[src/hw/ofdm_mod_pkg.sv]
package ofdm_mod_pkg;

    ////////////////////////////////////////
    // modulation codes
    ////////////////////////////////////////

    typedef enum logic [2:0] {
        MOD_BPSK  = 3'd0,
        MOD_QPSK  = 3'd1,
        MOD_QAM16 = 3'd2
    } mod_e;

    // one group word holds the densest case of 8 subcarriers at 4 bits
    localparam int GROUP_W = 32;

    ////////////////////////////////////////
    // constellation levels
    ////////////////////////////////////////

    localparam int BPSK_AMP   = 8192;
    localparam int QPSK_AMP   = 5793;
    localparam int QAM16_UNIT = 2590;

    function automatic int bits_per_sc(input mod_e mode);
        int bits;
        case (mode)
            MOD_QPSK:  bits = 2;
            MOD_QAM16: bits = 4;
            default:   bits = 1;
        endcase
        return bits;
    endfunction

    // 8 subcarriers per group, so bytes per group equals bits per subcarrier
    function automatic int bytes_per_group(input mod_e mode);
        return bits_per_sc(mode);
    endfunction

    // gray coded axis level of a qam16 point
    function automatic int qam16_level(input logic [1:0] gray);
        int lvl;
        case (gray)
            2'b00:   lvl = -3 * QAM16_UNIT;
            2'b01:   lvl = -QAM16_UNIT;
            2'b11:   lvl = QAM16_UNIT;
            default: lvl = 3 * QAM16_UNIT;
        endcase
        return lvl;
    endfunction

endpackage

[src/hw/byte_collector.sv]
module byte_collector
    import ofdm_mod_pkg::*;
(
    input  logic               clk,
    input  logic               reset,
    input  logic               in_valid_i,
    input  logic [7:0]         in_data_i,
    input  mod_e               modulation_i,
    input  logic               buf_full_i,
    output logic               group_valid_o,
    output logic [GROUP_W-1:0] group_word_o,
    output mod_e               group_mod_o
);

    localparam int N_LANES = GROUP_W / 8;

    logic [$clog2(N_LANES)-1:0] byte_cnt;
    mod_e                       mod_q;
    mod_e                       cur_mod;
    logic                       accept;
    logic                       last_byte;

    // first byte of a group picks the modulation for the whole group
    assign cur_mod   = (byte_cnt == '0) ? modulation_i : mod_q;
    assign accept    = in_valid_i && !buf_full_i;
    assign last_byte = (int'(byte_cnt) == bytes_per_group(cur_mod) - 1);

    assign group_mod_o = mod_q;

    ////////////////////////////////////////
    // lane counter and group strobe
    ////////////////////////////////////////

    always_ff @(posedge clk)
    begin
        if (reset)
        begin
            byte_cnt      <= '0;
            mod_q         <= MOD_BPSK;
            group_valid_o <= 1'b0;
        end
        else
        begin
            group_valid_o <= accept && last_byte;
            if (accept)
            begin
                if (byte_cnt == '0)
                    mod_q <= modulation_i;
                if (last_byte)
                    byte_cnt <= '0;
                else
                    byte_cnt <= byte_cnt + 1'b1;
            end
        end
    end

    ////////////////////////////////////////
    // byte lanes
    ////////////////////////////////////////

    // unused upper lanes keep stale bytes that the mapper ignores
    always_ff @(posedge clk)
    begin
        if (accept)
            group_word_o[8*byte_cnt +: 8] <= in_data_i;
    end

endmodule

[config.mk]
export PLATFORM = sky130hd
export DESIGN_NAME = byte_collector
export DESIGN_NICKNAME = d
export VERILOG_FILES = /design/src/hw/ofdm_mod_pkg.sv /design/src/hw/byte_collector.sv
export SDC_FILE = /design/constraint.sdc
export NUM_CORES = 1
export LEC_CHECK = 0
export CAP_MARGIN = 20
export CORE_MARGIN = 2
export CORE_UTILIZATION = 42
export CTS_BUF_LIST = sky130_fd_sc_hd__clkbuf_2 sky130_fd_sc_hd__clkbuf_4 sky130_fd_sc_hd__clkbuf_8
export CTS_CLUSTER_DIAMETER = 150
export DETAILED_ROUTE_END_ITERATION = 6
export DONT_BUFFER_PORTS = 1
export GPL_ROUTABILITY_DRIVEN = 0
export HOLD_SLACK_MARGIN = 0.12
export PLACE_DENSITY_LB_ADDON = 0.25
export SYNTH_ARGS = -nofsm -noshare
export SYNTH_HDL_FRONTEND = slang
export SYNTH_SLANG_ARGS = --single-unit
[constraint.sdc]
create_clock -name clk -period 3.9 [get_ports clk]
set_clock_uncertainty 0.2 [all_clocks]
set_input_delay 0.195 -clock clk [delete_from_list [all_inputs] [get_ports clk]]
set_output_delay 0.195 -clock clk [all_outputs]
set_load 0.01 [all_outputs]
==> impl_metrics.py, run 1 <==
metrics = {
    "drt": {
        "drc_errors": 0,
        "vias": 896,
        "avgViaCountPerCell": 5.01,
        "antenna_left": 0,
        "drt_iter0_markers": 72,
        "wl_per_cell_um": 17.3,
        "wirelength_mm": 3.10,
        "drtPass1Iterations": 4,
    },
    "worst_hold_path": {
        "min_from": "buf_full_i",
        "hp-class": "in -> reg",
    },
    "layout": {
        "fin_util_pct": 52.6,
        "layout-drive-gt1-share_pct": 7.63,
        "syn_to_final_growth_pct": 20.5,
        "stdcell_count": 179,
        "antenna_cells": 0,
        "nNetsFinal": 150,
    },
    "power_and_ir_drop": {
        "max-vdd-ir-drop_mv": 0.191,
        "p_leak_nw": 0.746,
        "power_uw": 904,
        "power.density_nw_per_um2": 470,
    },
    "place": {
        "portBuffers": 0,
        "dp.cells": 156,
        "hpwl_mm": 2.14,
    },
    "yosys": {
        "synth_top_area_share_pct": 60.2,
        "avgSynthCellArea_um2": 14.5,
        "ys_warn_count": 0,
        "synth_nets": 130,
        "synth_area_leader_cell": "edfxtp_1",
        "syn_inst": 110,
        "synthFlopType": "edfxtp_1",
        "ys_seq_elements": 38,
        "synth.distinct_cells": 23,
        "synth_common_cells": "36 x and2_1, 32 x edfxtp_1, 6 x dfxtp_1",
        "synth.cell_area_um2": 1600,
        "async_flop_share_pct": 0,
        "synth_edf_count": 32,
        "synth_area_leaders": "edfxtp_1 60%, and2_1 14%, dfxtp_1 7.5%, ha_1 3.9%, mux2i_4 1.4%",
        "yosys.cell_count.top_type": "and2_1",
        "ys_seq_area_share_pct": 67.7,
    },
    "die": {
        "ios": 51,
        "die_h_um": 65.7,
        "core_um2": 3660,
        "die_w_um": 65.7,
        "dieArea_um2": 4310,
        "start_util_pct": 43.6,
        "num_rows": 22,
    },
    "grt": {
        "grt_max_degree": 15,
        "grt_pass1_vias": 877,
        "grt_use_total_pct": 15.3,
        "antenna_found_initial": 0,
        "grt_overflow": 0,
        "grt_pass1_wl_mm": 4.69,
    },
    "worst_setup_path": {
        "worstSetupStartpoint": "byte_cnt[0]$_SDFFE_PP0P_",
        "cp_cell_sequence": "inv_1, ha_1, mux2_4, and3_2, o211ai_1, a21oi_1, dlygate4sd3_1",
        "crit_arrival_ns": 2.79,
        "cp-end-kind": "register",
        "timing.reg2reg.setup_slack_ns": 1.08,
        "crit_fanout": 8,
        "slowest_stage": "dlygate4sd3_1",
        "r2r_start": "byte_cnt[0]$_SDFFE_PP0P_",
        "critPathMaxStageDelay_ns": 0.56,
        "required_ns": 3.87,
        "critPathKind": "reg -> reg",
        "start_kind": "register",
    },
    "cts": {
        "postCtsHoldBufs": 15,
        "cts_tree": "built",
        "clk_latency_ns": 0.29,
        "clk_pin_slew_ns": 0.07,
        "clock_sinks": 38,
        "cts_root_buf": "clkbuf_8",
        "cts_buffers": 5,
        "ctsResizeCount": 0,
        "cts_setup_buffers": 0,
        "cts.htree.levels": 2,
        "cts_buffer_depth": 2,
    },
    "run_status": {
        "status": "finished, final reports clean",
    },
    "sta": {
        "setup_tns_ns": 0,
        "finalCritPeriodShare_pct": 72.3,
        "max_slew_margin_pct": 39.1,
        "period_needed_ns": 2.82,
        "fmax_ghz": 0.355,
        "worst_slew_pin_slew_ns": 0.912,
        "finalSetupViolCount": 0,
        "whs_ns": 0.144,
        "rsz0062_at_grt": "false",
        "drv_slew": 0,
        "final_hold_viol_count": 0,
    },
    "flow_run": {
        "cap_viol_max_count": 0,
    },
}
## worst max-delay path, delay by kind of cell (launching register included)
kind / cells / cell delay (ns)
adder cells (fa/ha/maj): 1 / 0.37
flip-flops: 1 / 0.48
multiplexers: 1 / 0.37
AND/OR/NAND/NOR: 1 / 0.22
buffers and inverters: 2 / 0.73
AO/OA/AOI/OAI: 2 / 0.34
## through the flow
step	worst slack [ns]	area [um^2]
3_5_place_dp	1.55	1640
2_1_floorplan	1.75	1600
3_3_place_gp	1.64	1640
5_1_grt	0.926	1920
4_1_cts	1.07	1920
6_report	1.08	1920
## cell families (layout without fill, tap and decap cells)
family | Yosys count | count (layout) | share of synthesized area, %
muxes | 4 | 4 | 3.60
and+or+nand+nor | 51 | 51 | 19.4
AOI/OAI and AO/OA | 7 | 7 | 3.45
xor gates and xnor gates | 1 | 1 | 0.549
buffers and inverters | 4 | 25 | 1.41
adders and majority gates | 5 | 5 | 3.92
DFF | 38 | 38 | 67.7
## worst paths after layout
path,to,cells after the start
worst max-delay path,group_valid_o$_SDFF_PP0_,7
worst max register to register,group_valid_o$_SDFF_PP0_,7
worst min register to register,group_mod_o[1]$_SDFFE_PP0P_,2
worst min-delay path,byte_cnt[0]$_SDFFE_PP0P_,2
## flip-flops by register name, summed over array words and instances, names as in the netlist
register       count
byte_cnt           2
group_mod_o        3
group_valid_o      1
group_word_o      32
## final cells by class
type | count | area, um^2
Multi-Input combinational cell | 68 | 493
Tap cell | 48 | 60.1
Inverter | 2 | 7.51
Timing Repair Buffer | 15 | 150
Clock inverter | 3 | 63.8
Sequential cell | 38 | 1080
Fill cell | 315 | 1740
Clock buffer | 5 | 68.8
## routing by layer
metal,global-route usage (%),share of wire (%),up-vias
met5,0,0,-
met4,4.69,1.3,0
met3,5.99,6.5,5
met2,27.0,52,40
met1,16.8,40,422
li1,-,-,429
## power by group
part / total [mW] / switching (mW) / leakage, nW / internal [mW]
registers: 0.459 / 0.0105 / 0.387 / 0.448
logic: 0.0574 / 0.0287 / 0.293 / 0.0287
clock network: 0.388 / 0.135 / 0.0658 / 0.253
total: 0.904 / 0.174 / 0.746 / 0.730
## placed cells by master (no fill, tap or decap), drive strengths merged, types with 2 or more instances in the layout
master / instances
a211oi: 2
and2: 36
bufinv: 2
clkbuf: 5
dfxtp: 6
dlygate4sd3: 15
edfxtp: 32
ha: 5
inv: 2
mux2i: 3
nor2: 4
nor2b: 2
nor3: 4
nor3b: 3
Note: power is estimated with default switching activity, not from simulation.
==> inputs of run 2 (changes only) <==
--- a/config.mk
+++ b/config.mk
@@ -5,6 +5,7 @@
 export SDC_FILE = /design/constraint.sdc
 export NUM_CORES = 1
 export LEC_CHECK = 0
+export ABC_AREA = 1
 export CAP_MARGIN = 20
 export CORE_MARGIN = 2
 export CORE_UTILIZATION = 42
==> constraint.sdc (replaced) <==
create_clock -name clk -period 2.8 [get_ports clk]
set_clock_uncertainty 0.2 [all_clocks]
set_input_delay 0.14 -clock clk [delete_from_list [all_inputs] [get_ports clk]]
set_output_delay 0.14 -clock clk [all_outputs]
set_load 0.01 [all_outputs]
==> run 2 against run 1 <==
Die area grew 2.1%. Utilization shrank 0.46 points. Cell count grew 23%. Critical path depth shrank 2. Largest power group unchanged. Wire length grew 1.0%. Highest routed layer unchanged. Count of clock-buffer cells in the layout grew 1. Sequential share of layout area grew 0.073 points. Combinational power grew 120%. Sequential power grew 42%. Total power grew 26%. Largest cell class unchanged. Global-route usage grew 0.54 points. Area after synthesis grew 2.2%.
==> impl_metrics.py, run 2 <==
metrics = {
    "cts": {
        "clk_pin_slew_ns": 0.07,
        "cts_setup_buffers": 0,
        "clock_sinks": 38,
        "cts_tree": "built",
        "cts_buffer_depth": 2,
        "cts_root_buf": "clkbuf_8",
        "cts_buffers": 5,
        "clk_latency_ns": 0.28,
        "cts.htree.levels": 2,
    },
    "worst_setup_path": {
        "crit_fanout": 9,
        "crit_top_cell": "dlygate4sd3_1",
        "slowest_stage": "dlygate4sd3_1",
        "crit_arrival_ns": 2.27,
        "required_ns": 2.52,
        "cp_num_buf_inv": 3,
        "critPathKind": "in -> reg",
        "critPathMaxStageDelay_ns": 0.71,
        "timing.reg2reg.setup_slack_ns": 0.39,
        "cp_top_family": "buffers and inverters",
        "start_kind": "primary input",
        "cp-end-kind": "register",
        "cp_cell_sequence": "dlygate4sd3_1, nor2_4, dlygate4sd3_1, inv_1, nor2_1",
    },
    "layout": {
        "syn_to_final_growth_pct": 17.8,
        "final_common_cell": "edfxtp_1",
        "largest_register_ff_count": 32,
        "layout-drive-gt1-share_pct": 9.83,
        "mostFrequentLayoutCells": "32 x edfxtp_1, 29 x nor2_1, 24 x inv_1",
        "fin_util_pct": 52.1,
        "finish.instance_area_um2": 1920,
        "antenna_cells": 0,
        "top_register": "group_word_o",
        "nNetsFinal": 192,
    },
    "drt": {
        "avgViaCountPerCell": 4.89,
        "antenna_left": 0,
        "drc_errors": 0,
        "wl_per_cell_um": 14.2,
        "drt_iter0_markers": 75,
        "wirelength_mm": 3.13,
        "drtPass1Iterations": 4,
        "vias": 1080,
    },
    "die": {
        "start_util_pct": 44.2,
        "num_rows": 22,
        "die_h_um": 66.3,
        "ios": 51,
        "core_um2": 3690,
        "die_w_um": 66.3,
        "dieArea_um2": 4400,
    },
    "sta": {
        "rsz0062_at_grt": "false",
        "final_hold_viol_count": 0,
        "fmax_ghz": 0.392,
        "finalCritPeriodShare_pct": 91.1,
        "period_needed_ns": 2.55,
        "worst_slew_pin_slew_ns": 0.684,
        "max_slew_margin_pct": 54.2,
        "setup_tns_ns": 0,
        "drv_slew": 0,
        "finalSetupViolCount": 0,
    },
    "power_and_ir_drop": {
        "power.density_nw_per_um2": 591,
        "power_mw": 1.14,
        "p_leak_nw": 0.776,
        "max-vdd-ir-drop_mv": 0.261,
    },
    "yosys": {
        "avgSynthCellArea_um2": 10.9,
        "synth_nets": 170,
        "synth.distinct_cells": 18,
        "ys_seq_elements": 38,
        "ys_warn_count": 0,
        "synthFlopType": "edfxtp_1",
        "synth.cell_area_um2": 1630,
        "async_flop_share_pct": 0,
        "synth_area_leader_cell": "edfxtp_1",
        "synth_area_leaders": "edfxtp_1 59%, dfxtp_1 7.4%, nor2_1 6.7%, inv_1 5.5%, nand2_1 4.6%",
        "synth_edf_count": 32,
        "syn_inst": 150,
        "yosys.cell_count.top_type": "edfxtp_1",
        "ys_seq_area_share_pct": 66.3,
        "synth_top_area_share_pct": 58.9,
        "synth_common_cells": "32 x edfxtp_1, 29 x nor2_1, 24 x inv_1",
    },
    "grt": {
        "grt_pass1_wl_mm": 5.04,
        "grt_use_total_pct": 15.8,
        "grt_pass1_vias": 1069,
        "grt_overflow": 0,
        "grt_max_degree": 16,
        "antenna_found_initial": 0,
    },
    "place": {
        "hpwl_mm": 2.34,
        "portBuffers": 0,
        "post_dp_cell_area_um2": 1680,
    },
    "flow_run": {
        "cap_viol_max_count": 0,
    },
    "worst_hold_path": {
        "hp-class": "in -> reg",
    },
    "run_status": {
        "status": "finished, final reports clean",
    },
}
run 2: cells by family (layout without fill, tap and decap cells):
family | after synthesis | in the layout | share of synthesized area, %
compound gates | 9 | 9 | 3.22
flops | 38 | 38 | 66.3
buf+inv | 28 | 51 | 7.67
simple gates | 70 | 70 | 19.0
fa+ha+maj | 5 | 5 | 3.83
run 2: per-layer routing:
metal | GRT usage [%] | share of wire (%)
met5 | 0 | 0
met3 | 4.94 | 5.7
met2 | 29.3 | 53
met1 | 17.2 | 40
met4 | 4.59 | 1.2
run 2: path summary, 6_finish.rpt:
| kind | cells after the start | endpoint | start |
|---|---|---|---|
| max | 5 | group_word_o[26]$_DFFE_PP_ | buf_full_i |
| min reg2reg | 2 | group_mod_o[2]$_SDFFE_PP0P_ | group_mod_o[2]$_SDFFE_PP0P_ |
| min | 7 | byte_cnt[1]$_SDFFE_PP0P_ | modulation_i[1] |
| max reg2reg | 12 | byte_cnt[0]$_SDFFE_PP0P_ | byte_cnt[1]$_SDFFE_PP0P_ |
run 2: through the flow:
| step | setup slack [ns] | hold slack [ns] | cells |
|---|---|---|---|
| after CTS | 0.219 | 0.204 | 221 |
| after detailed placement | 0.908 | 0.00523 | 197 |
| after global placement | 0.941 | 0.00504 | 197 |
| final | 0.250 | 0.215 | 221 |
| after floorplan | 1.06 | 0.00244 | 150 |
| after global routing | 0.103 | 0.280 | 221 |
run 2: tightest hold or removal path: stages:
cell     delay, ns
nand2_1       0.04
nand2_1       0.07
nand4_1       0.10
nand2_1       0.07
nand3_2       0.07
nand2_1       0.08
a21oi_2       0.10
run 2: cell type report:
class,instances,area (um^2)
fillers,357,1770
clock buffers,6,76.3
well taps,48,60.1
flip-flops and latches,38,1080
multi-input cells,84,425
clock inverters,2,8.76
repair buffers,17,168
inverters,26,103
run 2: report_power, final:
part / leakage [nW] / internal, mW / total, mW / switching, mW
clock network: 0.0460 / 0.181 / 0.359 / 0.178
registers: 0.348 / 0.632 / 0.650 / 0.0174
logic: 0.382 / 0.0456 / 0.127 / 0.0816
total: 0.776 / 0.859 / 1.14 / 0.277
run 2: repair_timing:
item | 4_1_cts | 5_1_grt
hold buffers | 16 | 0
resized for setup | 0 | 0
endpoints found under the hold margin | 38 | 0
