<file path="src/hw/ofdm_layout_pkg.sv">
package ofdm_layout_pkg;

    ////////////////////////////////////////
    // symbol geometry
    ////////////////////////////////////////

    localparam int N_FFT      = 256;
    localparam int N_DATA     = 192;
    localparam int GROUP_SIZE = 8;
    localparam int N_GROUPS   = N_DATA / GROUP_SIZE;

    // pilots carry a real value only
    localparam int PILOT_AMP  = 4096;

    typedef enum logic [1:0] {
        BIN_NULL,
        BIN_DATA,
        BIN_PILOT_POS,
        BIN_PILOT_NEG
    } bin_kind_e;

    // dc at bin 0, guard band 101..155, pilots at +-13, +-38, +-63, +-88
    function automatic bin_kind_e bin_kind(input logic [7:0] bin);
        bin_kind_e kind;
        case (bin)
            8'd13, 8'd38, 8'd63, 8'd88:
                kind = BIN_PILOT_POS;
            8'd168, 8'd193, 8'd218, 8'd243:
                kind = BIN_PILOT_NEG;
            default:
            begin
                if (bin == 8'd0 || (bin >= 8'd101 && bin <= 8'd155))
                    kind = BIN_NULL;
                else
                    kind = BIN_DATA;
            end
        endcase
        return kind;
    endfunction

endpackage
</file>
<file path="src/hw/subcarrier_sequencer.sv">
module subcarrier_sequencer
    import ofdm_layout_pkg::*;
#(
    parameter int SAMPLE_W = 16
)
(
    input  logic                       clk,
    input  logic                       reset,
    input  logic                       buf_full_i,
    input  logic                       ready_i,
    input  logic signed [SAMPLE_W-1:0] rd_i_i,
    input  logic signed [SAMPLE_W-1:0] rd_q_i,
    output logic [7:0]                 rd_index_o,
    output logic                       release_o,
    output logic                       out_valid_o,
    output logic signed [SAMPLE_W-1:0] out_i_o,
    output logic signed [SAMPLE_W-1:0] out_q_o,
    output logic                       out_last_o
);

    typedef enum logic {
        SEQ_IDLE,
        SEQ_SEND
    } seq_state_e;

    seq_state_e state;
    logic [7:0] bin_cnt;
    logic [7:0] data_idx;
    bin_kind_e  kind;
    logic       emit;
    logic       last_bin;

    assign kind       = bin_kind(bin_cnt);
    assign emit       = (state == SEQ_SEND) && buf_full_i && ready_i;
    assign last_bin   = (bin_cnt == 8'(N_FFT - 1));
    assign rd_index_o = data_idx;

    ////////////////////////////////////////
    // bin walk
    ////////////////////////////////////////

    always_ff @(posedge clk)
    begin
        if (reset)
        begin
            state       <= SEQ_IDLE;
            bin_cnt     <= '0;
            data_idx    <= '0;
            out_valid_o <= 1'b0;
            out_last_o  <= 1'b0;
            release_o   <= 1'b0;
        end
        else
        begin
            out_valid_o <= emit;
            out_last_o  <= emit && last_bin;
            release_o   <= emit && last_bin;
            case (state)
                SEQ_IDLE:
                begin
                    // full stays high one more cycle after a release
                    if (buf_full_i && !release_o)
                        state <= SEQ_SEND;
                end
                SEQ_SEND:
                begin
                    if (emit)
                    begin
                        bin_cnt <= bin_cnt + 1'b1;
                        if (kind == BIN_DATA)
                            data_idx <= data_idx + 1'b1;
                        if (last_bin)
                        begin
                            state    <= SEQ_IDLE;
                            data_idx <= '0;
                        end
                    end
                end
                default:
                    state <= SEQ_IDLE;
            endcase
        end
    end

    // output sample of the current bin
    always_ff @(posedge clk)
    begin
        if (emit)
        begin
            case (kind)
                BIN_DATA:
                begin
                    out_i_o <= rd_i_i;
                    out_q_o <= rd_q_i;
                end
                BIN_PILOT_POS:
                begin
                    out_i_o <= SAMPLE_W'(PILOT_AMP);
                    out_q_o <= '0;
                end
                BIN_PILOT_NEG:
                begin
                    out_i_o <= SAMPLE_W'(-PILOT_AMP);
                    out_q_o <= '0;
                end
                default:
                begin
                    out_i_o <= '0;
                    out_q_o <= '0;
                end
            endcase
        end
    end

endmodule

</file>
<file path="config.mk">
export PLATFORM = sky130hd
export DESIGN_NAME = subcarrier_sequencer
export DESIGN_NICKNAME = d
export VERILOG_FILES = /design/src/hw/ofdm_layout_pkg.sv /design/src/hw/subcarrier_sequencer.sv
export SDC_FILE = /design/constraint.sdc
export NUM_CORES = 1
export LEC_CHECK = 0
export ABC_AREA = 1
export BUFFER_PORTS_ARGS = -buffer_cell sky130_fd_sc_hd__buf_4
export CORE_MARGIN = 5
export CORE_UTILIZATION = 55
export DETAILED_ROUTE_END_ITERATION = 8
export HOLD_SLACK_MARGIN = 0.12
export PLACE_DENSITY = 0.85
export SLEW_MARGIN = 20
export SYNTH_ARGS = -nofsm -noshare
export SYNTH_HDL_FRONTEND = slang
export SYNTH_SLANG_ARGS = --single-unit
export TNS_END_PERCENT = 50
</file>
<file path="constraint.sdc">
create_clock -name clk -period 2.8 [get_ports clk]
set_input_delay 0.56 -clock clk [delete_from_list [all_inputs] [get_ports clk]]
set_output_delay 0.56 -clock clk [all_outputs]
set_load 0.02 [all_outputs]
</file>
==> results of run 1 <==
[critical path, delay by kind of cell, from the launching register on]
kind / cells / cell delay, ns
and+or+nand+nor: 6 / 1.04
DFF: 1 / 0.40
adders and majority gates: 1 / 0.24
buffers and inverters: 2 / 0.16
[power by group through the flow]
stage / sequential (W) / clock (W) / combinational [W]
2_1_floorplan: 0.000850 / 0 / 0.0000636
3_3_place_gp: 0.000835 / 0 / 0.000138
3_5_place_dp: 0.000836 / 0 / 0.000141
4_1_cts: 0.000819 / 0.000420 / 0.000142
5_1_grt: 0.000820 / 0.000454 / 0.000155
6_report: 0.000819 / 0.000414 / 0.000140
[per-stage QoR]
step / worst slack (ns) / utilization (%) / total power [W] / hold slack (ns)
6_report: 0.797 / 72.5 / 0.00137 / 0.490
5_1_grt: 0.591 / 72.5 / 0.00143 / 0.486
4_1_cts: 0.776 / 72.5 / 0.00138 / 0.487
3_5_place_dp: 0.806 / 70.4 / 0.000978 / 0.482
3_3_place_gp: 0.926 / 70.4 / 0.000973 / 0.480
2_1_floorplan: 1.04 / - / 0.000914 / 0.452
[placed cells by master (no fill, tap or decap)]
cell	n
nand2_1	47
nand4_1	14
nor3b_1	1
clkinv_4	1
dfxtp_1	19
inv_2	3
a31oi_1	1
a22oi_1	1
clkinv_1	1
inv_1	54
a21oi_1	16
ha_1	6
nor2_4	1
clkinvlp_4	1
xnor2_1	2
buf_4	79
nand2_2	1
nor2_2	2
clkbuf_8	5
nand3_1	14
nor2_1	53
nand2_4	1
o21ai_0	8
nor2_8	1
nand3b_1	1
edfxtp_1	32
xor2_1	1
nand3_2	3
[cell type report]
class / instances / area [sq um]
Sequential cell: 51 / 1340
Fill cell: 324 / 1210
Multi-Input combinational cell: 174 / 875
Timing Repair Buffer: 79 / 593
Inverter: 57 / 214
Clock buffer: 5 / 68.8
Tap cell: 52 / 65.1
Clock inverter: 3 / 20.0
[final timing paths]
check / startpoint / endpoint / slack (ns)
max: bin_cnt[0] / out_q_o[13] / 0.80
min: reset / rd_index_o[1] / 0.49
max reg2reg: bin_cnt[0] / out_q_o[13] / 0.80
min reg2reg: state / state / 0.50
[layer usage]
layer	track usage [%]	wire length [um]	vias to the layer above
met3	5.32	485	7
met2	29.0	2610	83
met4	5.67	78	0
li1	-	-	1077
met5	0	0	-
met1	23.8	2400	943
[kinds of logic after synthesis]
group                      count (synthesis)
xor gates and xnor gates                   3
and+or+nand+nor                          139
DFF                                       51
AOI/OAI and AO/OA                         26
buffers and inverters                     67
adders and majority gates                  6
[cell usage after synthesis (3+ instances only)]
cell type,n,area (sq um)
a21oi_1,16,80.1
inv_1,54,203
edfxtp_1,32,961
o21ai_0,8,40.0
nand2_1,47,176
nor2_1,53,199
nand4_1,14,87.6
buf_6,4,45.0
dfxtp_1,19,380
ha_1,6,75.1
buf_4,4,30.0
inv_2,3,11.3
nand3_2,3,30.0
nand3_1,14,70.1
[state kept, by name (all words and copies together) (netlist names)]
name and count:
out_i_o 16, bin_cnt 8, out_valid_o 1, rd_index_o 8
out_last_o 1, state 1, out_q_o 16
==> impl_metrics.json, run 1 <==
{
  "status": "finished clean",
  "power_frac_comb_pct": 10.2,
  "synth_edf_count": 32,
  "io_pins": 79,
  "grt_remaining_overflow": 0,
  "ant_nets": 0,
  "die_area_sq_um": 6020,
  "synth_ff_type": "edfxtp_1",
  "worstSetupPathType": "flip-flop to flip-flop",
  "synth_adder_area_share_pct": 2.99,
  "cp.arrival_ns": 2.15,
  "clock_sinks": 51,
  "fmax_mhz": 499,
  "max_cap_violations": 0,
  "synth_top_family_by_area": "simple AND/OR/NAND/NOR gates",
  "yosys_warnings": 0,
  "endpoint_kind": "flip-flop",
  "p_int_w": 0.00105,
  "hold_class": "primary input to flip-flop",
  "clk_latency_ns": 0.30,
  "vdd_drop_max_mv": 0.354,
  "dr.pass1.iters": 4,
  "p_seq_share_pct": 59.6,
  "synth-xor-area-share_pct": 1.05,
  "fin_crit_sh_pct": 71.5,
  "area_growth_pct": 26.4,
  "core_sq_um": 4380,
  "path_max_fanout": 28,
  "grt.total_usage_pct": 18.2,
  "rsz0062_at_grt": "false",
  "p_switching_w": 0.000323,
  "vias_per_cell": 5.01,
  "worstRegToRegCells": 9,
  "grt_pass1_vias": 1908,
  "yosys.area_share.simple_pct": 25.4,
  "die_w_um": 77.6,
  "fin_crit_ns": 2.00,
  "p_per_area_nw_per_um2": 432,
  "synth-seq-area-share_pct": 53.4,
  "stdcell_count": 421,
  "gp_congestion": 0.892,
  "grt_max_degree": 44,
  "cts_tree": "built",
  "initial_utilization_pct": 57.3,
  "grt_pass1_wl_um": 8960,
  "power.share.clock_pct": 30.1,
  "postSynthAreaPerCell_sq_um": 8.61,
  "die_h_um": 77.6,
  "drc": 0,
  "finalSetupViolations": 0,
  "antenna_cells": 0,
  "fin_setup_tns_ns": 0,
  "nNetsFinal": 410,
  "critPathMaxStageDelay_ns": 0.40,
  "ctsResizeCount": 0,
  "cts.clk_slew.worst_paths_ns": 0.09,
  "slew_headroom_pct": 65.1,
  "cts.htree.levels": 2,
  "clockRootBuffer": "clkbuf_8",
  "placedCellCount": 413,
  "drt_iter0_markers": 173,
  "synthArstFlopShare_pct": 0,
  "yosys.cell_types.count": 27,
  "ys_seq_elements": 51,
  "synthesis.nets": 334,
  "postCtsHoldBufs": 0,
  "drv_slew": 0,
  "synth_compound_area_share_pct": 5.33,
  "wl_per_cell_um": 13.2,
  "synthMuxAreaShare_pct": 0,
  "cpMaxStageDelayCell": "dfxtp_1",
  "antenna_found_initial": 0,
  "post_cts_buffers": 0,
  "totalWireLength_um": 5570,
  "swShare_pct": 23.5,
  "power.leakage_nw": 1.49,
  "clock_path_buffers": 2,
  "finalHoldViolations": 0,
  "vias": 2110,
  "critPathLaunchType": "flip-flop",
  "fin_area_sq_um": 3180,
  "crit_chain": "inv_1 > ha_1 > nand3_2 > inv_1 > nand3_1 > nand2_1 > nor2_4 > nand2_4 > nor2_1",
  "drive_gt1_share_pct": 26.6,
  "synthCells": 292,
  "syn_area_sq_um": 2510,
  "place_area_sq_um": 3090,
  "portBuffers": 78,
  "worstMarginPinSlew_ns": 0.523,
  "row_count": 24,
  "cp_common_cell": "inv_1",
  "place_hpwl_um": 4210,
  "clock_skew_ns": 0.00360,
  "numCtsBuffers": 5,
  "min_path_cells": 2,
  "cp.required_ns": 2.95
}
Note: power is estimated with default switching activity, not from simulation.
==> run 2: changes to the inputs <==
--- a/config.mk
+++ b/config.mk
@@ -8,10 +8,10 @@
 export ABC_AREA = 1
 export BUFFER_PORTS_ARGS = -buffer_cell sky130_fd_sc_hd__buf_4
 export CORE_MARGIN = 5
-export CORE_UTILIZATION = 55
+export CORE_UTILIZATION = 51
 export DETAILED_ROUTE_END_ITERATION = 8
 export HOLD_SLACK_MARGIN = 0.12
-export PLACE_DENSITY = 0.85
+export PLACE_DENSITY = 0.8
 export SLEW_MARGIN = 20
 export SYNTH_ARGS = -nofsm -noshare
 export SYNTH_HDL_FRONTEND = slang
==> constraint.sdc (replaced) <==
create_clock -name clk -period 1.9 [get_ports clk]
set_input_delay 0.38 -clock clk [delete_from_list [all_inputs] [get_ports clk]]
set_output_delay 0.38 -clock clk [all_outputs]
set_load 0.02 [all_outputs]
==> impl_metrics.json, run 2 (synthesis gave the netlist of run 1 again) <==
{
  "cts.htree.levels": 2,
  "power.leakage_nw": 1.55,
  "seqCellArea_sq_um": 1350,
  "finalSetupViolations": 0,
  "clockRootBuffer": "clkbuf_8",
  "r2r_end": "rd_index_o[6]",
  "min_to": "rd_index_o[6]",
  "max_cap_violations": 0,
  "finalHoldViolations": 0,
  "numCtsBuffers": 5,
  "clock_sinks": 51,
  "io_pins": 79,
  "fillers": 370,
  "grt.total_usage_pct": 17.6,
  "power.share.clock_pct": 29.7,
  "antenna_cells": 0,
  "clk_latency_ns": 0.30,
  "final_common_cell": "buf_4",
  "power_frac_comb_pct": 11.5,
  "die_w_um": 80.2,
  "die_h_um": 80.2,
  "core_sq_um": 4750,
  "fmax_mhz": 552,
  "hold_class": "primary input to flip-flop",
  "worstRegToRegCells": 12,
  "wl_per_cell_um": 13.7,
  "multi_input_area_sq_um": 931,
  "area_growth_pct": 33.0,
  "path_max_fanout": 7,
  "cp.required_ns": 2.14,
  "portBuffers": 78,
  "grt_pass1_vias": 2005,
  "drc": 0,
  "grt_pass1_wl_um": 9000,
  "vias_per_cell": 5.03,
  "slew_headroom_pct": 76.4,
  "p_switching_w": 0.000488,
  "cts_tree": "built",
  "worstSetupPathType": "flip-flop to flip-flop",
  "r2r_slack_ns": 0.09,
  "drt_iter0_markers": 153,
  "grt_max_degree": 44,
  "r2r-start": "bin_cnt[1]",
  "drv_slew": 0,
  "vdd_drop_max_mv": 0.366,
  "swShare_pct": 23.7,
  "min_from": "reset",
  "p_seq_share_pct": 58.8,
  "top_regs": "out_i_o (16), out_q_o (16)",
  "totalWireLength_um": 6140,
  "die_area_sq_um": 6430,
  "whs_ns": 0.318,
  "dr.pass1.iters": 4,
  "p_int_w": 0.00157,
  "vias": 2253,
  "min_path_cells": 2,
  "critPathLaunchType": "flip-flop",
  "gp_congestion": 0.847,
  "p_per_area_nw_per_um2": 614,
  "cts.clk_slew.worst_paths_ns": 0.09,
  "place_hpwl_um": 4260,
  "initial_utilization_pct": 52.9,
  "postCtsHoldBufs": 0,
  "drive_gt1_share_pct": 30.7,
  "fin_crit_sh_pct": 95.4,
  "status": "finished clean",
  "grt_remaining_overflow": 0,
  "nNetsFinal": 422,
  "row_count": 25,
  "fin_setup_tns_ns": 0,
  "worstMarginPinSlew_ns": 0.353,
  "cp.arrival_ns": 2.05,
  "clock_path_buffers": 2,
  "endpoint_kind": "flip-flop",
  "clock_skew_ns": 0.00697,
  "fin_crit_ns": 1.81,
  "antenna_found_initial": 0,
  "final_cell_mix": "87 x buf_4, 54 x inv_1, 53 x nor2_1",
  "ant_nets": 0
}
-- run 2: cell count changes in the layout (fill, tap and decap cells not counted), sizes merged --
cell    change
clkbuf      +1
clkinv      -1
nor2        +1
buf        +10
nand2       +1
-- run 2: what timing repair did --
item / 4_1_cts / 5_1_grt
resized for setup: 1 / 10
setup buffers: 0 / 8
endpoints found under the setup margin: 17 / 37
cloned: 0 / 2
pin swaps: 1 / 7
-- run 2: cell type report --
type	instances	share of cell area (%)
timing repair buffer	89	20.5
tap	67	2.51
clock buffer	6	2.17
clock inverter	2	0.374
sequential	51	40.2
inverter	57	6.40
multi-input combinational	176	27.8
-- run 2: per-layer routing --
layer / wire, um / global-route usage, % / share of wire (%)
met4: 55 / 3.72 / 0.90
met3: 592 / 4.60 / 9.6
met1: 2530 / 22.2 / 41
met5: 0 / 0 / 0
met2: 2960 / 30.2 / 48
-- run 2: critical path, cell delays in order, from the launching register on --
cell,delay [ns]
dfxtp_2,0.37
inv_1,0.10
ha_2,0.21
inv_1,0.06
nand2_1,0.04
nand2_1,0.05
nand2_1,0.07
nand2_2,0.09
nand3_4,0.12
nor2_8,0.25
buf_4,0.16
nand4_1,0.08
a21oi_1,0.15
-- run 2: power by group through the flow --
stage	clock network (W)	registers [W]	logic, W
2_1_floorplan	0	0.00125	0.0000937
3_3_place_gp	0	0.00123	0.000205
3_5_place_dp	0	0.00123	0.000212
4_1_cts	0.000610	0.00121	0.000215
5_1_grt	0.000668	0.00121	0.000259
6_report	0.000610	0.00121	0.000237
-- run 2: worst max path at each step --
stage	startpoint	to	slack, ns
after global placement	bin_cnt[1]	out_i_o[10]	0.1
final	bin_cnt[1]	rd_index_o[6]	0.09
after global routing	bin_cnt[1]	out_i_o[10]	-0.02
after detailed placement	bin_cnt[1]	out_i_o[4]	0.02
after floorplan	bin_cnt[0]	out_i_o[12]	0.30
after CTS	bin_cnt[0]	rd_index_o[6]	0.009
-- run 2: through the flow --
stage | cells | area, sq um | setup WS, ns | utilization, % | total power (W)
5_1_grt | 448 | 3340 | -0.0249 | 70.3 | 0.00214
2_1_floorplan | 292 | 2510 | 0.296 | - | 0.00135
3_5_place_dp | 430 | 3130 | 0.0220 | 65.9 | 0.00144
6_report | 448 | 3340 | 0.0869 | 70.3 | 0.00205
3_3_place_gp | 430 | 3130 | 0.0965 | 65.9 | 0.00144
4_1_cts | 438 | 3230 | 0.00934 | 67.9 | 0.00203
==> run 3: changes to the inputs <==
--- a/config.mk
+++ b/config.mk
@@ -7,11 +7,12 @@
 export LEC_CHECK = 0
 export ABC_AREA = 1
 export BUFFER_PORTS_ARGS = -buffer_cell sky130_fd_sc_hd__buf_4
-export CORE_MARGIN = 5
+export CAP_MARGIN = 20
 export CORE_UTILIZATION = 51
 export DETAILED_ROUTE_END_ITERATION = 8
 export HOLD_SLACK_MARGIN = 0.12
 export PLACE_DENSITY = 0.8
+export SETUP_SLACK_MARGIN = 0.5
 export SLEW_MARGIN = 20
 export SYNTH_ARGS = -nofsm -noshare
 export SYNTH_HDL_FRONTEND = slang
==> impl_metrics.json, run 3 (synthesis gave the netlist of run 1 again) <==
{
  "fin_crit_ns": 1.66,
  "antenna_found_initial": 0,
  "cts.clk_slew.worst_paths_ns": 0.10,
  "die_area_sq_um": 5210,
  "slew_headroom_pct": 81.1,
  "clock_path_buffers": 2,
  "max_cap_violations": 0,
  "power.share.clock_pct": 34.7,
  "final_common_cell": "buf_4",
  "portBuffers": 78,
  "clk_latency_ns": 0.30,
  "rsz0062_at_grt": "true",
  "ant_nets": 0,
  "initial_utilization_pct": 53.2,
  "fmax_mhz": 603,
  "status": "finished clean",
  "wl_per_cell_um": 12.1,
  "totalWireLength_um": 5370,
  "grt_remaining_overflow": 0,
  "grt_max_degree": 44,
  "grt_pass1_wl_um": 8490,
  "swShare_pct": 22.9,
  "clock_sinks": 51,
  "top_regs": "out_i_o (16), out_q_o (16)",
  "gp_congestion": 0.924,
  "final_core_util_pct": 72.2,
  "cp.arrival_ns": 1.72,
  "drive_gt1_share_pct": 32.8,
  "clockRootBuffer": "clkbuf_8",
  "row_count": 25,
  "p_seq_share_pct": 54.5,
  "drv_slew": 0,
  "critPathLaunchType": "flip-flop",
  "p_switching_w": 0.000507,
  "numCtsBuffers": 5,
  "power.leakage_nw": 1.56,
  "io_pins": 79,
  "path_max_fanout": 8,
  "endpoint_kind": "flip-flop",
  "p_int_w": 0.00171,
  "placedCellCount": 431,
  "place_hpwl_um": 3790,
  "cts_tree": "built",
  "drc": 0,
  "final_cell_mix": "84 x buf_4, 51 x inv_1, 51 x nor2_1",
  "area_growth_pct": 35.7,
  "cts.htree.levels": 2,
  "antenna_cells": 0,
  "fillers": 353,
  "nNetsFinal": 419,
  "dr.pass1.iters": 4,
  "worstSetupPathType": "flip-flop to flip-flop",
  "fin_crit_sh_pct": 87.2,
  "vdd_drop_max_mv": 0.425,
  "finalHoldViolations": 0,
  "cp.required_ns": 1.96,
  "grt_pass1_vias": 1877,
  "die_h_um": 72.2,
  "core_sq_um": 4720,
  "vias_per_cell": 4.88,
  "clock_skew_ns": 0.0116,
  "vias": 2173,
  "p_per_area_nw_per_um2": 649,
  "grt.total_usage_pct": 20.9,
  "power_frac_comb_pct": 10.7,
  "fin_setup_tns_ns": 0,
  "finalSetupViolations": 0,
  "stdcell_count": 445,
  "drt_iter0_markers": 111,
  "hold_class": "primary input to flip-flop",
  "worstMarginPinSlew_ns": 0.283,
  "die_w_um": 72.2
}
-- run 3: cell count changes in the layout (fill, tap and decap cells not counted), moves of 3 or more --
cell,before,now
ha_4,0,3
inv_1,54,51
inv_6,0,3
buf_4,87,84
-- run 3: worst max-delay path, stage by stage (launching register included) --
cell and delay (ns):
dfxtp_4 0.41, ha_2 0.25, nand3_1 0.09, nor2_1 0.14, nor2_2 0.06, nand2_2 0.11
nor2_8 0.08, buf_12 0.14, nand3_1 0.07, nand4_1 0.07
-- run 3: timing repair --
action / CTS / global route
pin swaps: 8 / 5
gates cloned: 1 / 0
gates resized for setup: 9 / 7
setup buffers: 5 / 0
setup endpoints to repair: 41 / 46
hold buffers: 0 / 0
-- run 3: worst paths after layout --
path / to / start / slack (ns) / cells after the start
min reg2reg: rd_index_o[7] / rd_index_o[7] / 0.51 / 2
min: rd_index_o[6] / reset / 0.31 / 2
max reg2reg: out_i_o[12] / bin_cnt[0] / 0.24 / 9
max: out_i_o[12] / bin_cnt[0] / 0.24 / 9
-- run 3: final cells by class --
cell class	instances	area, sq um	area share [%]
clock inverter	3	46.3	1.36
tap	67	83.8	2.46
inverter	57	224	6.56
multi-input combinational	175	955	28.0
timing repair buffer	87	682	20.0
clock buffer	5	68.8	2.02
sequential	51	1350	39.6
-- run 3: routing by layer --
metal,up-vias,global-route usage (%),share of wire (%)
li1,1101,-,-
met1,983,26.9,43
met2,85,36.3,49
met3,4,3.89,6.6
met4,0,5.01,0.58
met5,-,0,0
-- run 3: power groups by stage --
stage	sequential (W)	clock [W]	combinational, W
after floorplan	0.00125	0	0.0000966
after global placement	0.00123	0	0.000211
after detailed placement	0.00123	0	0.000215
after CTS	0.00121	0.000782	0.000240
after global routing	0.00121	0.000814	0.000260
final	0.00121	0.000769	0.000238
-- run 3: through the flow --
step | hold slack (ns) | total power [W] | worst slack (ns) | area [sq um]
floorplan | 0.452 | 0.00135 | 0.391 | 2550
global placement | 0.471 | 0.00144 | 0.0827 | 3180
detailed placement | 0.491 | 0.00145 | 0.0550 | 3180
CTS | 0.311 | 0.00223 | 0.252 | 3390
global route | 0.324 | 0.00228 | 0.123 | 3410
finish | 0.312 | 0.00221 | 0.242 | 3410
