`config.mk`:
```
export PLATFORM = sky130hd
export DESIGN_NAME = constellation_mapper
export DESIGN_NICKNAME = d
export VERILOG_FILES = /design/src/hw/ofdm_mod_pkg.sv /design/src/hw/constellation_mapper.sv
export SDC_FILE = /design/constraint.sdc
export NUM_CORES = 1
export LEC_CHECK = 0
export ABC_AREA = 0
export BUFFER_PORTS_ARGS = -buffer_cell sky130_fd_sc_hd__buf_4
export CORE_MARGIN = 5
export CORE_UTILIZATION = 50
export CTS_BUF_LIST = sky130_fd_sc_hd__clkbuf_8 sky130_fd_sc_hd__clkbuf_16
export CTS_CLUSTER_SIZE = 20
export DETAILED_ROUTE_END_ITERATION = 7
export GPL_TIMING_DRIVEN = 0
export PLACE_DENSITY = 0.89
export SLEW_MARGIN = 20
export SYNTH_ARGS = -nofsm -noshare
export SYNTH_HDL_FRONTEND = slang
export SYNTH_SLANG_ARGS = --single-unit
```
`constraint.sdc`:
```
create_clock -name clk -period 3 [get_ports clk]
set_input_delay 0.45 -clock clk [delete_from_list [all_inputs] [get_ports clk]]
set_output_delay 0.45 -clock clk [all_outputs]
set_load 0.005 [all_outputs]
```
`src/hw/ofdm_mod_pkg.sv`:
```
package ofdm_mod_pkg;

    ////////////////////////////////////////
    // modulation codes
    ////////////////////////////////////////

    typedef enum logic [2:0] {
        MOD_BPSK  = 3'd0,
        MOD_QPSK  = 3'd1,
        MOD_QAM16 = 3'd2
    } mod_e;

    // one group word holds the densest case of 8 subcarriers at 4 bits
    localparam int GROUP_W = 32;

    ////////////////////////////////////////
    // constellation levels
    ////////////////////////////////////////

    localparam int BPSK_AMP   = 8192;
    localparam int QPSK_AMP   = 5793;
    localparam int QAM16_UNIT = 2590;

    function automatic int bits_per_sc(input mod_e mode);
        int bits;
        case (mode)
            MOD_QPSK:  bits = 2;
            MOD_QAM16: bits = 4;
            default:   bits = 1;
        endcase
        return bits;
    endfunction

    // 8 subcarriers per group, so bytes per group equals bits per subcarrier
    function automatic int bytes_per_group(input mod_e mode);
        return bits_per_sc(mode);
    endfunction

    // gray coded axis level of a qam16 point
    function automatic int qam16_level(input logic [1:0] gray);
        int lvl;
        case (gray)
            2'b00:   lvl = -3 * QAM16_UNIT;
            2'b01:   lvl = -QAM16_UNIT;
            2'b11:   lvl = QAM16_UNIT;
            default: lvl = 3 * QAM16_UNIT;
        endcase
        return lvl;
    endfunction

endpackage

```
`src/hw/constellation_mapper.sv`:
```
module constellation_mapper
    import ofdm_mod_pkg::*;
#(
    // at least 16 bits as the levels need 15 bits plus sign
    parameter int SAMPLE_W = 16
)
(
    input  logic                       clk,
    input  logic                       reset,
    input  logic                       group_valid_i,
    input  logic [GROUP_W-1:0]         group_word_i,
    input  mod_e                       group_mod_i,
    output logic                       map_valid_o,
    output logic signed [SAMPLE_W-1:0] sym_i_o [GROUP_W/4],
    output logic signed [SAMPLE_W-1:0] sym_q_o [GROUP_W/4]
);

    // subcarriers per group word
    localparam int N_SC = GROUP_W / 4;

    logic signed [SAMPLE_W-1:0] lvl_i [N_SC];
    logic signed [SAMPLE_W-1:0] lvl_q [N_SC];

    ////////////////////////////////////////
    // field select and level lookup
    ////////////////////////////////////////

    always_comb
    begin
        for (int k = 0; k < N_SC; k++)
        begin
            lvl_i[k] = '0;
            lvl_q[k] = '0;
            case (group_mod_i)
                MOD_BPSK:
                begin
                    lvl_i[k] = group_word_i[k] ? SAMPLE_W'(BPSK_AMP) : SAMPLE_W'(-BPSK_AMP);
                end
                MOD_QPSK:
                begin
                    // low bit on i, high bit on q
                    lvl_i[k] = group_word_i[2*k]   ? SAMPLE_W'(QPSK_AMP) : SAMPLE_W'(-QPSK_AMP);
                    lvl_q[k] = group_word_i[2*k+1] ? SAMPLE_W'(QPSK_AMP) : SAMPLE_W'(-QPSK_AMP);
                end
                MOD_QAM16:
                begin
                    lvl_i[k] = SAMPLE_W'(qam16_level(group_word_i[4*k +: 2]));
                    lvl_q[k] = SAMPLE_W'(qam16_level(group_word_i[4*k+2 +: 2]));
                end
                default:
                begin
                    // unknown code maps to silence
                    lvl_i[k] = '0;
                    lvl_q[k] = '0;
                end
            endcase
        end
    end

    ////////////////////////////////////////
    // output registers
    ////////////////////////////////////////

    always_ff @(posedge clk)
    begin
        if (reset)
            map_valid_o <= 1'b0;
        else
            map_valid_o <= group_valid_i;
    end

    always_ff @(posedge clk)
    begin
        for (int k = 0; k < N_SC; k++)
        begin
            sym_i_o[k] <= lvl_i[k];
            sym_q_o[k] <= lvl_q[k];
        end
    end

endmodule

```
==> results.py, run 1 <==
metrics = {
    "global_routing": {
        "grt_pass1_wl_um": 29990,
        "first_global_vias": 5593,
        "antenna_found_initial": 1,
        "grt_max_degree": 17,
        "grt_usage": 0.2690,
        "gr-total-overflow": 0,
    },
    "cts": {
        "numCtsBuffers": 17,
        "clkSinkCount": 147,
        "cts_tree": "done",
        "root_buffer": "clkbuf_16",
        "post_cts_resize_count": 0,
        "cts_setup_buffers": 0,
        "clockBufferDepth": 2,
        "ctsHoldBuffers": 0,
        "clk_pin_slew_ns": 0.06,
        "h-tree-depth": 4,
    },
    "synthesis": {
        "synth_mux_area_frac": 0,
        "seq_area_frac_synth": 0.4787,
        "ys_seq_elements": 147,
        "synth.largest_area_cell": "dfxtp_1",
        "ys_top_cells_by_area": "dfxtp_1, buf_4, ha_1",
        "synth-xor-area-share": 0,
        "synth_cells": 634,
        "ys_types": 30,
        "synth.top_cell.area_share": 0.4787,
        "synth_area_per_cell_um2": 9.696,
        "synthAdderAreaFrac": 0.1303,
        "synth_simple_gate_area_frac": 0.06798,
        "synth_top_family_by_area": "buffers and inverters",
        "netlist_area_um2": 6147,
        "yosys_warnings": 0,
        "synth_compound_area_frac": 0.1396,
        "syn_nets": 736,
    },
    "floorplan": {
        "start_util": 0.5118,
        "die_x_um": 120.9,
        "pin_count": 295,
        "num_rows": 40,
        "dieArea_um2": 14610,
        "core_area_um2": 12010,
        "dieHeight_um": 120.9,
    },
    "setup_path": {
        "worstSetupEndpointType": "flop",
        "cp_max_fo": 10,
        "crit_type": "input pin to flop",
        "critPathRequiredTime_ns": 3.30,
        "cp-start-kind": "input pin",
        "worstPathArrival_ns": 2.26,
    },
    "power_and_ir_drop": {
        "p_leak_nw": 4.914,
        "swShare": 0.2328,
        "seqPwrFrac": 0.420,
        "p_per_area_nw_per_um2": 550.9,
        "max-vdd-ir-drop_mv": 0.3140,
        "intPower_w": 0.003862,
        "power_frac_comb": 0.148,
        "pwr-share-clk": 0.432,
        "power_switching_w": 0.001172,
        "power_w": 0.005034,
    },
    "final_layout": {
        "num_antenna_cells": 0,
        "layout-drive-gt1-share": 0.4656,
        "nNetsFinal": 1048,
        "finalNonFillerCells": 1105,
        "postLayoutCellArea_um2": 9138,
        "area.growth.synth_to_final_pct": 48.65,
    },
    "timing": {
        "setup_viol": 0,
        "tns_ns": 0,
        "fin_ws_ns": 1.044,
        "tightest_slew_ns": 0.7922,
        "slew_violations": 0,
        "max-slew-margin-rel": 0.4718,
        "rsz0062_at_grt": "no",
        "post-route-period-util": 0.6518,
        "fmax_mhz": 511.4,
        "hold_viol": 0,
        "min_period_ns": 1.956,
    },
    "hold_path": {
        "min_from": "reset",
        "min_to": "map_valid_o",
        "whs_path_depth": 2,
        "hold_path.class": "input pin to flop",
    },
    "placed_design": {
        "dp_slack_ns": 0.6628,
        "place_hpwl_um": 15070,
        "port_buffers": 293,
        "placed_cell_area_um2": 8531,
        "gp_congestion": 0.8030,
        "dpl.cell_count": 1074,
    },
    "drt": {
        "vias": 5577,
        "drt-total-wl_um": 20290,
        "drtIter0Drc": 396,
        "vias_per_cell": 5.047,
        "wire_per_inst_um": 18.37,
        "dr.pass1.iters": 5,
        "drc": 0,
        "ant_nets": 0,
    },
    "flow_run": {
        "max_cap_viol_count": 0,
    },
    "run_status": {
        "status": "complete, no violations",
    },
}
[worst max-delay path by stage]
stage / start / to / slack [ns] / cells after the start
2_1_floorplan: group_mod_i[0] / sym_q_o[110] / 1.41 / 5
3_3_place_gp: group_mod_i[2] / sym_i_o[75] / 0.72 / 6
3_5_place_dp: group_mod_i[0] / sym_i_o[108] / 0.66 / 6
4_1_cts: group_mod_i[2] / sym_i_o[75] / 1.09 / 6
5_1_grt: group_mod_i[2] / sym_i_o[75] / 0.95 / 6
6_report: group_mod_i[2] / sym_i_o[75] / 1.04 / 6
[critical path, stage by stage]
cell      delay, ns
buf_4          0.12
clkbuf_1       0.25
nor3b_1        0.29
clkbuf_1       0.63
o21ai_0        0.30
o21ai_0        0.21
[cell usage after synthesis]
master / instances
a211oi_1: 6
a21oi_1: 11
a221oi_1: 2
a2bb2oi_1: 3
a31oi_1: 3
buf_1: 1
buf_2: 1
buf_4: 111
buf_6: 2
clkbuf_1: 24
dfxtp_1: 147
ha_1: 64
inv_1: 46
nand2_1: 44
nand2b_1: 2
nor2_1: 18
nor2b_1: 4
nor3b_1: 1
o211ai_1: 1
o21a_1: 6
o21ai_0: 85
o21ai_2: 3
o21bai_1: 1
o22ai_1: 28
o2bb2ai_1: 1
or2_2: 3
or3_1: 11
or3_4: 3
or3b_4: 1
or4_1: 1
[per-stage QoR]
step                        util  hold WS, ns
final                     0.7607       0.1820
after global routing      0.7607       0.1781
after CTS                 0.7607       0.1674
after detailed placement  0.7102       0.6108
after global placement    0.7102       0.6070
after floorplan                -       0.5216
[power by group through the flow]
stage,logic [W],clock network (W),registers (W)
global route,0.000804,0.00228,0.00213
floorplan,0.000290,0,0.00216
finish,0.000744,0.00217,0.00212
CTS,0.000747,0.00219,0.00212
detailed placement,0.000740,0,0.00216
global placement,0.000720,0,0.00215
[placed cells by master, fill, tap and decap left out, types with 17 or more instances in the layout]
cell,n
dfxtp_1,147
buf_4,404
clkbuf_1,24
nand2_1,44
ha_1,64
inv_1,48
o22ai_1,28
clkbuf_16,17
nor2_1,18
o21ai_0,85
[state kept, by name, indices dropped and copies added, names as in the netlist]
name and count:
sym_i_o 81, sym_q_o 65, map_valid_o 1
[logic make-up after synthesis]
kind of cell,count (synthesis)
compound gates,150
fa+ha+maj,64
buf+inv,185
flops,147
simple gates,88
[routing by layer]
metal	track usage	up-vias	routed length (µm)
li1	-	2606	-
met1	0.2957	2610	7329
met2	0.4793	299	10480
met3	0.07739	60	1850
met4	0.1190	2	624
met5	0	-	13
[final cells by class]
class | count | area (µm²)
Inverter | 46 | 172.7
Clock inverter | 13 | 167.7
Clock buffer | 18 | 439.2
Timing Repair Buffer | 293 | 2200
Fill cell | 812 | 2874
Tap cell | 147 | 183.9
Buffer | 139 | 954.7
Sequential cell | 147 | 2943
Multi-Input combinational cell | 302 | 2077
No activity file was read; power rests on OpenSTA's default activity.
==> run 2, diff against run 1 <==
--- a/config.mk
+++ b/config.mk
@@ -5,15 +5,15 @@
 export SDC_FILE = /design/constraint.sdc
 export NUM_CORES = 1
 export LEC_CHECK = 0
-export ABC_AREA = 0
+export ABC_AREA = 1
 export BUFFER_PORTS_ARGS = -buffer_cell sky130_fd_sc_hd__buf_4
 export CORE_MARGIN = 5
-export CORE_UTILIZATION = 50
+export CORE_UTILIZATION = 46
 export CTS_BUF_LIST = sky130_fd_sc_hd__clkbuf_8 sky130_fd_sc_hd__clkbuf_16
 export CTS_CLUSTER_SIZE = 20
 export DETAILED_ROUTE_END_ITERATION = 7
 export GPL_TIMING_DRIVEN = 0
-export PLACE_DENSITY = 0.89
+export PLACE_DENSITY = 0.83
 export SLEW_MARGIN = 20
 export SYNTH_ARGS = -nofsm -noshare
 export SYNTH_HDL_FRONTEND = slang
==> constraint.sdc (replaced) <==
create_clock -name clk -period 1.8 [get_ports clk]
set_input_delay 0.27 -clock clk [delete_from_list [all_inputs] [get_ports clk]]
set_output_delay 0.27 -clock clk [all_outputs]
set_load 0.005 [all_outputs]
==> run 2 against run 1 <==
Clock power up 58%; via count fell by 9.0%; critical endpoint is now sym_i_o[80]; highest routed layer is now met4; largest cell class unchanged; final cell count increased by 3.7%.
==> results.py, run 2 <==
metrics = {
    "synthesis": {
        "yosys_warnings": 0,
        "synth.top_cells.by_count": "nand2_1, dfxtp_1, buf_4",
        "seq_area_frac_synth": 0.4909,
        "synthArstFlopShare": 0,
        "ys_seq_elements": 147,
        "synth.largest_area_cell": "dfxtp_1",
        "synth_cells": 649,
        "synth_edf_count": 0,
        "netlist_area_um2": 5994,
        "ys_top_cells_by_area": "dfxtp_1, buf_4, ha_1",
        "synth.most_common_cell": "nand2_1",
        "ys_types": 21,
        "syn_nets": 751,
        "synth.top_cell.area_share": 0.4909,
        "synth_area_per_cell_um2": 9.237,
        "synth-main-ff-cell": "dfxtp_1",
    },
    "setup_path": {
        "worstSetupEndpointType": "primary output",
        "startpoint": "sym_i_o[0]",
        "crit_type": "flop to primary output",
        "cp_max_fo": 8,
        "cp-start-kind": "flop",
        "critPathRequiredTime_ns": 1.53,
        "worstPathArrival_ns": 1.18,
    },
    "power_and_ir_drop": {
        "pwr-share-clk": 0.423,
        "intPower_w": 0.006170,
        "power_switching_w": 0.001950,
        "seqPwrFrac": 0.435,
        "power_w": 0.008121,
        "p_leak_nw": 5.480,
        "swShare": 0.2402,
        "p_per_area_nw_per_um2": 903.4,
        "max-vdd-ir-drop_mv": 0.7724,
        "power_frac_comb": 0.142,
    },
    "final_layout": {
        "area.growth.synth_to_final_pct": 49.95,
        "final_cell_mix": "buf_4, nand2_1, dfxtp_1",
        "final_common_cell": "buf_4",
        "postLayoutCellArea_um2": 8989,
        "num_antenna_cells": 0,
        "nNetsFinal": 1063,
        "top_regs": "sym_i_o (81), sym_q_o (65), map_valid_o (1)",
        "top_register": "sym_i_o",
        "layout-drive-gt1-share": 0.4774,
        "finalNonFillerCells": 1146,
        "largest_reg_flops": 81,
    },
    "global_routing": {
        "grt_pass1_wl_um": 26090,
        "antenna_found_initial": 0,
        "gr-total-overflow": 0,
        "grt_usage": 0.2251,
        "grt_max_degree": 17,
        "first_global_vias": 4947,
    },
    "timing": {
        "hold_viol": 0,
        "holdWs_ns": 0.02775,
        "tightest_slew_ns": 0.4454,
        "fmax_mhz": 689.7,
        "setup_viol": 0,
        "tns_ns": 0,
        "rsz0062_at_grt": "no",
        "post-route-period-util": 0.8055,
        "max-slew-margin-rel": 0.7023,
        "slew_violations": 0,
        "min_period_ns": 1.450,
    },
    "floorplan": {
        "pin_count": 295,
        "die_x_um": 124.2,
        "num_rows": 41,
        "start_util": 0.4712,
        "dieHeight_um": 124.2,
        "core_area_um2": 12720,
        "dieArea_um2": 15410,
    },
    "hold_path": {
        "min_from": "reset",
        "hold_path.class": "input pin to flop",
        "whs_path_depth": 2,
    },
    "drt": {
        "dr.pass1.iters": 4,
        "drc": 0,
        "vias": 5076,
        "vias_per_cell": 4.429,
        "drtIter0Drc": 310,
        "wire_per_inst_um": 15.68,
        "drt-total-wl_um": 17970,
        "ant_nets": 0,
    },
    "cts": {
        "clockBufferDepth": 2,
        "clkSinkCount": 147,
        "h-tree-depth": 4,
        "post_cts_resize_count": 0,
        "root_buffer": "clkbuf_16",
        "cts_tree": "done",
        "numCtsBuffers": 17,
        "cts_setup_buffers": 0,
        "ctsHoldBuffers": 0,
        "clk_pin_slew_ns": 0.06,
    },
    "placed_design": {
        "port_buffers": 293,
        "placed_cell_area_um2": 8409,
        "gp_congestion": 0.7882,
        "dpl.cell_count": 1114,
        "place_hpwl_um": 13920,
    },
    "run_status": {
        "status": "complete, no violations",
    },
    "flow_run": {
        "max_cap_viol_count": 0,
    },
}
-- run 2: cell families (layout without fill, tap and decap cells) --
logic type               count (synthesis)  after routing  synth area share
AND/OR/NAND/NOR                        250            250            0.1709
buffers and inverters                  164            489            0.1795
AO/OA/AOI/OAI                           24             24           0.02505
adder cells (fa/ha/maj)                 64             64            0.1336
flip-flops                             147            147            0.4909
-- run 2: power groups by stage --
stage               logic (W)  registers (W)  clock network (W)
finish                0.00116        0.00353            0.00343
detailed placement    0.00116        0.00360                  0
global route          0.00127        0.00355            0.00362
global placement      0.00114        0.00360                  0
floorplan            0.000456        0.00361                  0
CTS                   0.00117        0.00353            0.00347
-- run 2: layer usage --
| layer | wire length (µm) | part of all wire | track usage |
|---|---|---|---|
| met1 | 6640 | 0.37 | 0.2469 |
| met2 | 9292 | 0.52 | 0.4115 |
| met3 | 1811 | 0.10 | 0.07720 |
| met4 | 229 | 0.013 | 0.06229 |
| met5 | 0 | 0 | 0 |
-- run 2: area by class of cell --
type | count | area (µm²)
fill | 1003 | 3734
timing repair buffer | 293 | 2200
multi-input combinational | 338 | 1976
sequential | 147 | 2943
clock inverter | 14 | 140.1
clock buffer | 18 | 439.2
inverter | 43 | 161.4
buffer | 121 | 914.6
tap | 172 | 215.2
-- run 2: worst paths after layout --
check	end
worst max-delay path	sym_i_o[80]
worst min-delay path	map_valid_o
-- run 2: worst max-delay path, stage by stage (launching register included) --
cell	delay, ns
dfxtp_1	0.51
buf_4	0.17
buf_4	0.10
-- run 2: through the flow --
| stage | utilization | worst slack, ns |
|---|---|---|
| after floorplan | - | 0.6767 |
| after global placement | 0.6610 | 0.2533 |
| after detailed placement | 0.6610 | 0.2604 |
| after CTS | 0.7065 | 0.3285 |
| after global routing | 0.7065 | 0.2977 |
| final | 0.7065 | 0.3502 |
==> run 3, diff against run 2 <==
==> constraint.sdc (replaced) <==
create_clock -name clk -period 1.45 [get_ports clk]
set_input_delay 0.2175 -clock clk [delete_from_list [all_inputs] [get_ports clk]]
set_output_delay 0.2175 -clock clk [all_outputs]
set_load 0.005 [all_outputs]
==> run 3 against run 2 <==
Via count shrank 0.32%; critical path type unchanged; combinational power rose by 24%; largest power group unchanged; count of clock-buffer cells in the layout is the same; first-iteration DRC count down 9.0%.
==> results.py, run 3 (same netlist as run 2, synthesis figures left out) <==
metrics = {
    "placed_design": {
        "place_hpwl_um": 13920,
        "gp_congestion": 0.7882,
        "placed_cell_area_um2": 8409,
        "port_buffers": 293,
        "dp_slack_ns": -0.03712,
    },
    "global_routing": {
        "grt_pass1_wl_um": 26140,
        "first_global_vias": 4956,
        "grt_max_degree": 17,
        "grt_usage": 0.2255,
        "antenna_found_initial": 0,
        "gr-total-overflow": 0,
    },
    "final_layout": {
        "fill_cells": 1001,
        "final_cell_mix": "buf_4, nand2_1, dfxtp_1",
        "final_common_cell": "buf_4",
        "layout-drive-gt1-share": 0.4769,
        "area.growth.synth_to_final_pct": 50.11,
        "num_antenna_cells": 0,
        "top_register": "sym_i_o",
        "largest_reg_flops": 81,
        "post-route-util": 0.7073,
        "top_regs": "sym_i_o (81), sym_q_o (65), map_valid_o (1)",
        "nNetsFinal": 1064,
        "postLayoutCellArea_um2": 8999,
    },
    "timing": {
        "post-route-period-util": 0.9650,
        "slew_violations": 0,
        "max-slew-margin-rel": 0.6814,
        "tightest_slew_ns": 0.4768,
        "min_period_ns": 1.399,
        "fin_ws_ns": 0.05080,
        "fmax_mhz": 714.7,
        "rsz0062_at_grt": "no",
        "setup_viol": 0,
        "hold_viol": 0,
    },
    "flow_run": {
        "max_cap_viol_count": 0,
    },
    "hold_path": {
        "min_from": "group_valid_i",
        "whs_path_depth": 3,
        "hold_path.class": "input pin to flop",
        "min_to": "map_valid_o",
    },
    "cts": {
        "root_buffer": "clkbuf_16",
        "numCtsBuffers": 17,
        "cts_setup_buffers": 0,
        "cts_tree": "done",
        "clk_pin_slew_ns": 0.06,
        "ctsHoldBuffers": 1,
        "clockBufferDepth": 2,
        "clkSinkCount": 147,
        "h-tree-depth": 4,
        "post_cts_resize_count": 0,
    },
    "setup_path": {
        "cpPeakStageDelay_ns": 0.51,
        "crit_type": "flop to primary output",
        "worstPathArrival_ns": 1.18,
        "cp_cell_sequence": "buf_4, buf_4",
        "crit_top_cell": "buf_4",
        "cp-start-kind": "flop",
        "cp_num_buf_inv": 2,
        "slowest_stage": "dfxtp_1",
        "critPathRequiredTime_ns": 1.23,
        "cp_max_fo": 8,
        "path_delay_family": "flip-flops",
        "worstSetupEndpointType": "primary output",
    },
    "floorplan": {
        "pin_count": 295,
        "die_x_um": 124.2,
        "start_util": 0.4712,
        "core_area_um2": 12720,
        "num_rows": 41,
        "dieArea_um2": 15410,
        "dieHeight_um": 124.2,
    },
    "power_and_ir_drop": {
        "power_w": 0.01008,
        "p_per_area_nw_per_um2": 1120,
        "p_leak_nw": 5.484,
        "max-vdd-ir-drop_mv": 0.9542,
    },
    "drt": {
        "vias": 5060,
        "drc": 0,
        "ant_nets": 0,
        "vias_per_cell": 4.412,
        "drt-total-wl_um": 17980,
        "dr.pass1.iters": 4,
        "drtIter0Drc": 282,
        "wire_per_inst_um": 15.67,
    },
    "run_status": {
        "status": "complete, no violations",
    },
}
[run 3: metal layers]
metal / vias up / track usage / wire length (µm)
met5: - / 0 / 0
met1: 2325 / 0.2474 / 6705
met3: 16 / 0.07720 / 1765
met2: 209 / 0.4122 / 9294
li1: 2510 / - / -
met4: 0 / 0.06229 / 212
[run 3: worst max-delay path by stage]
stage / slack, ns / start / depth (start not counted) / to
2_1_floorplan: 0.38 / group_mod_i[0] / 8 / sym_i_o[123]
3_3_place_gp: -0.04 / group_mod_i[1] / 5 / sym_q_o[27]
3_5_place_dp: -0.04 / group_mod_i[1] / 5 / sym_q_o[123]
4_1_cts: 0.03 / sym_i_o[0] / 2 / sym_i_o[80]
5_1_grt: 0.0002 / sym_i_o[0] / 2 / sym_i_o[80]
6_report: 0.05 / sym_i_o[0] / 2 / sym_i_o[96]
[run 3: stage by stage]
step	setup TNS (ns)	instances	hold slack [ns]
6_report	0	1147	0.03538
5_1_grt	0	1147	0.04148
4_1_cts	0	1147	0.02732
3_5_place_dp	-0.4146	1114	0.3942
3_3_place_gp	-0.3799	1114	0.3885
2_1_floorplan	0	649	0.2887
[run 3: cell type report]
type | count | area (µm²) | area share
Sequential cell | 147 | 2943 | 0.3270
Timing Repair Buffer | 294 | 2210 | 0.2456
Multi-Input combinational cell | 338 | 1976 | 0.2195
Buffer | 121 | 914.6 | 0.1016
Clock buffer | 18 | 439.2 | 0.04880
Tap cell | 172 | 215.2 | 0.02392
Inverter | 43 | 161.4 | 0.01794
Clock inverter | 14 | 140.1 | 0.01557
[run 3: power by group]
group	total [W]	internal (W)	switching, W
clock	0.00426	0.00257	0.00169
sequential	0.00438	0.00427	0.000113
combinational	0.00144	0.000822	0.000616
total	0.0101	0.00766	0.00242
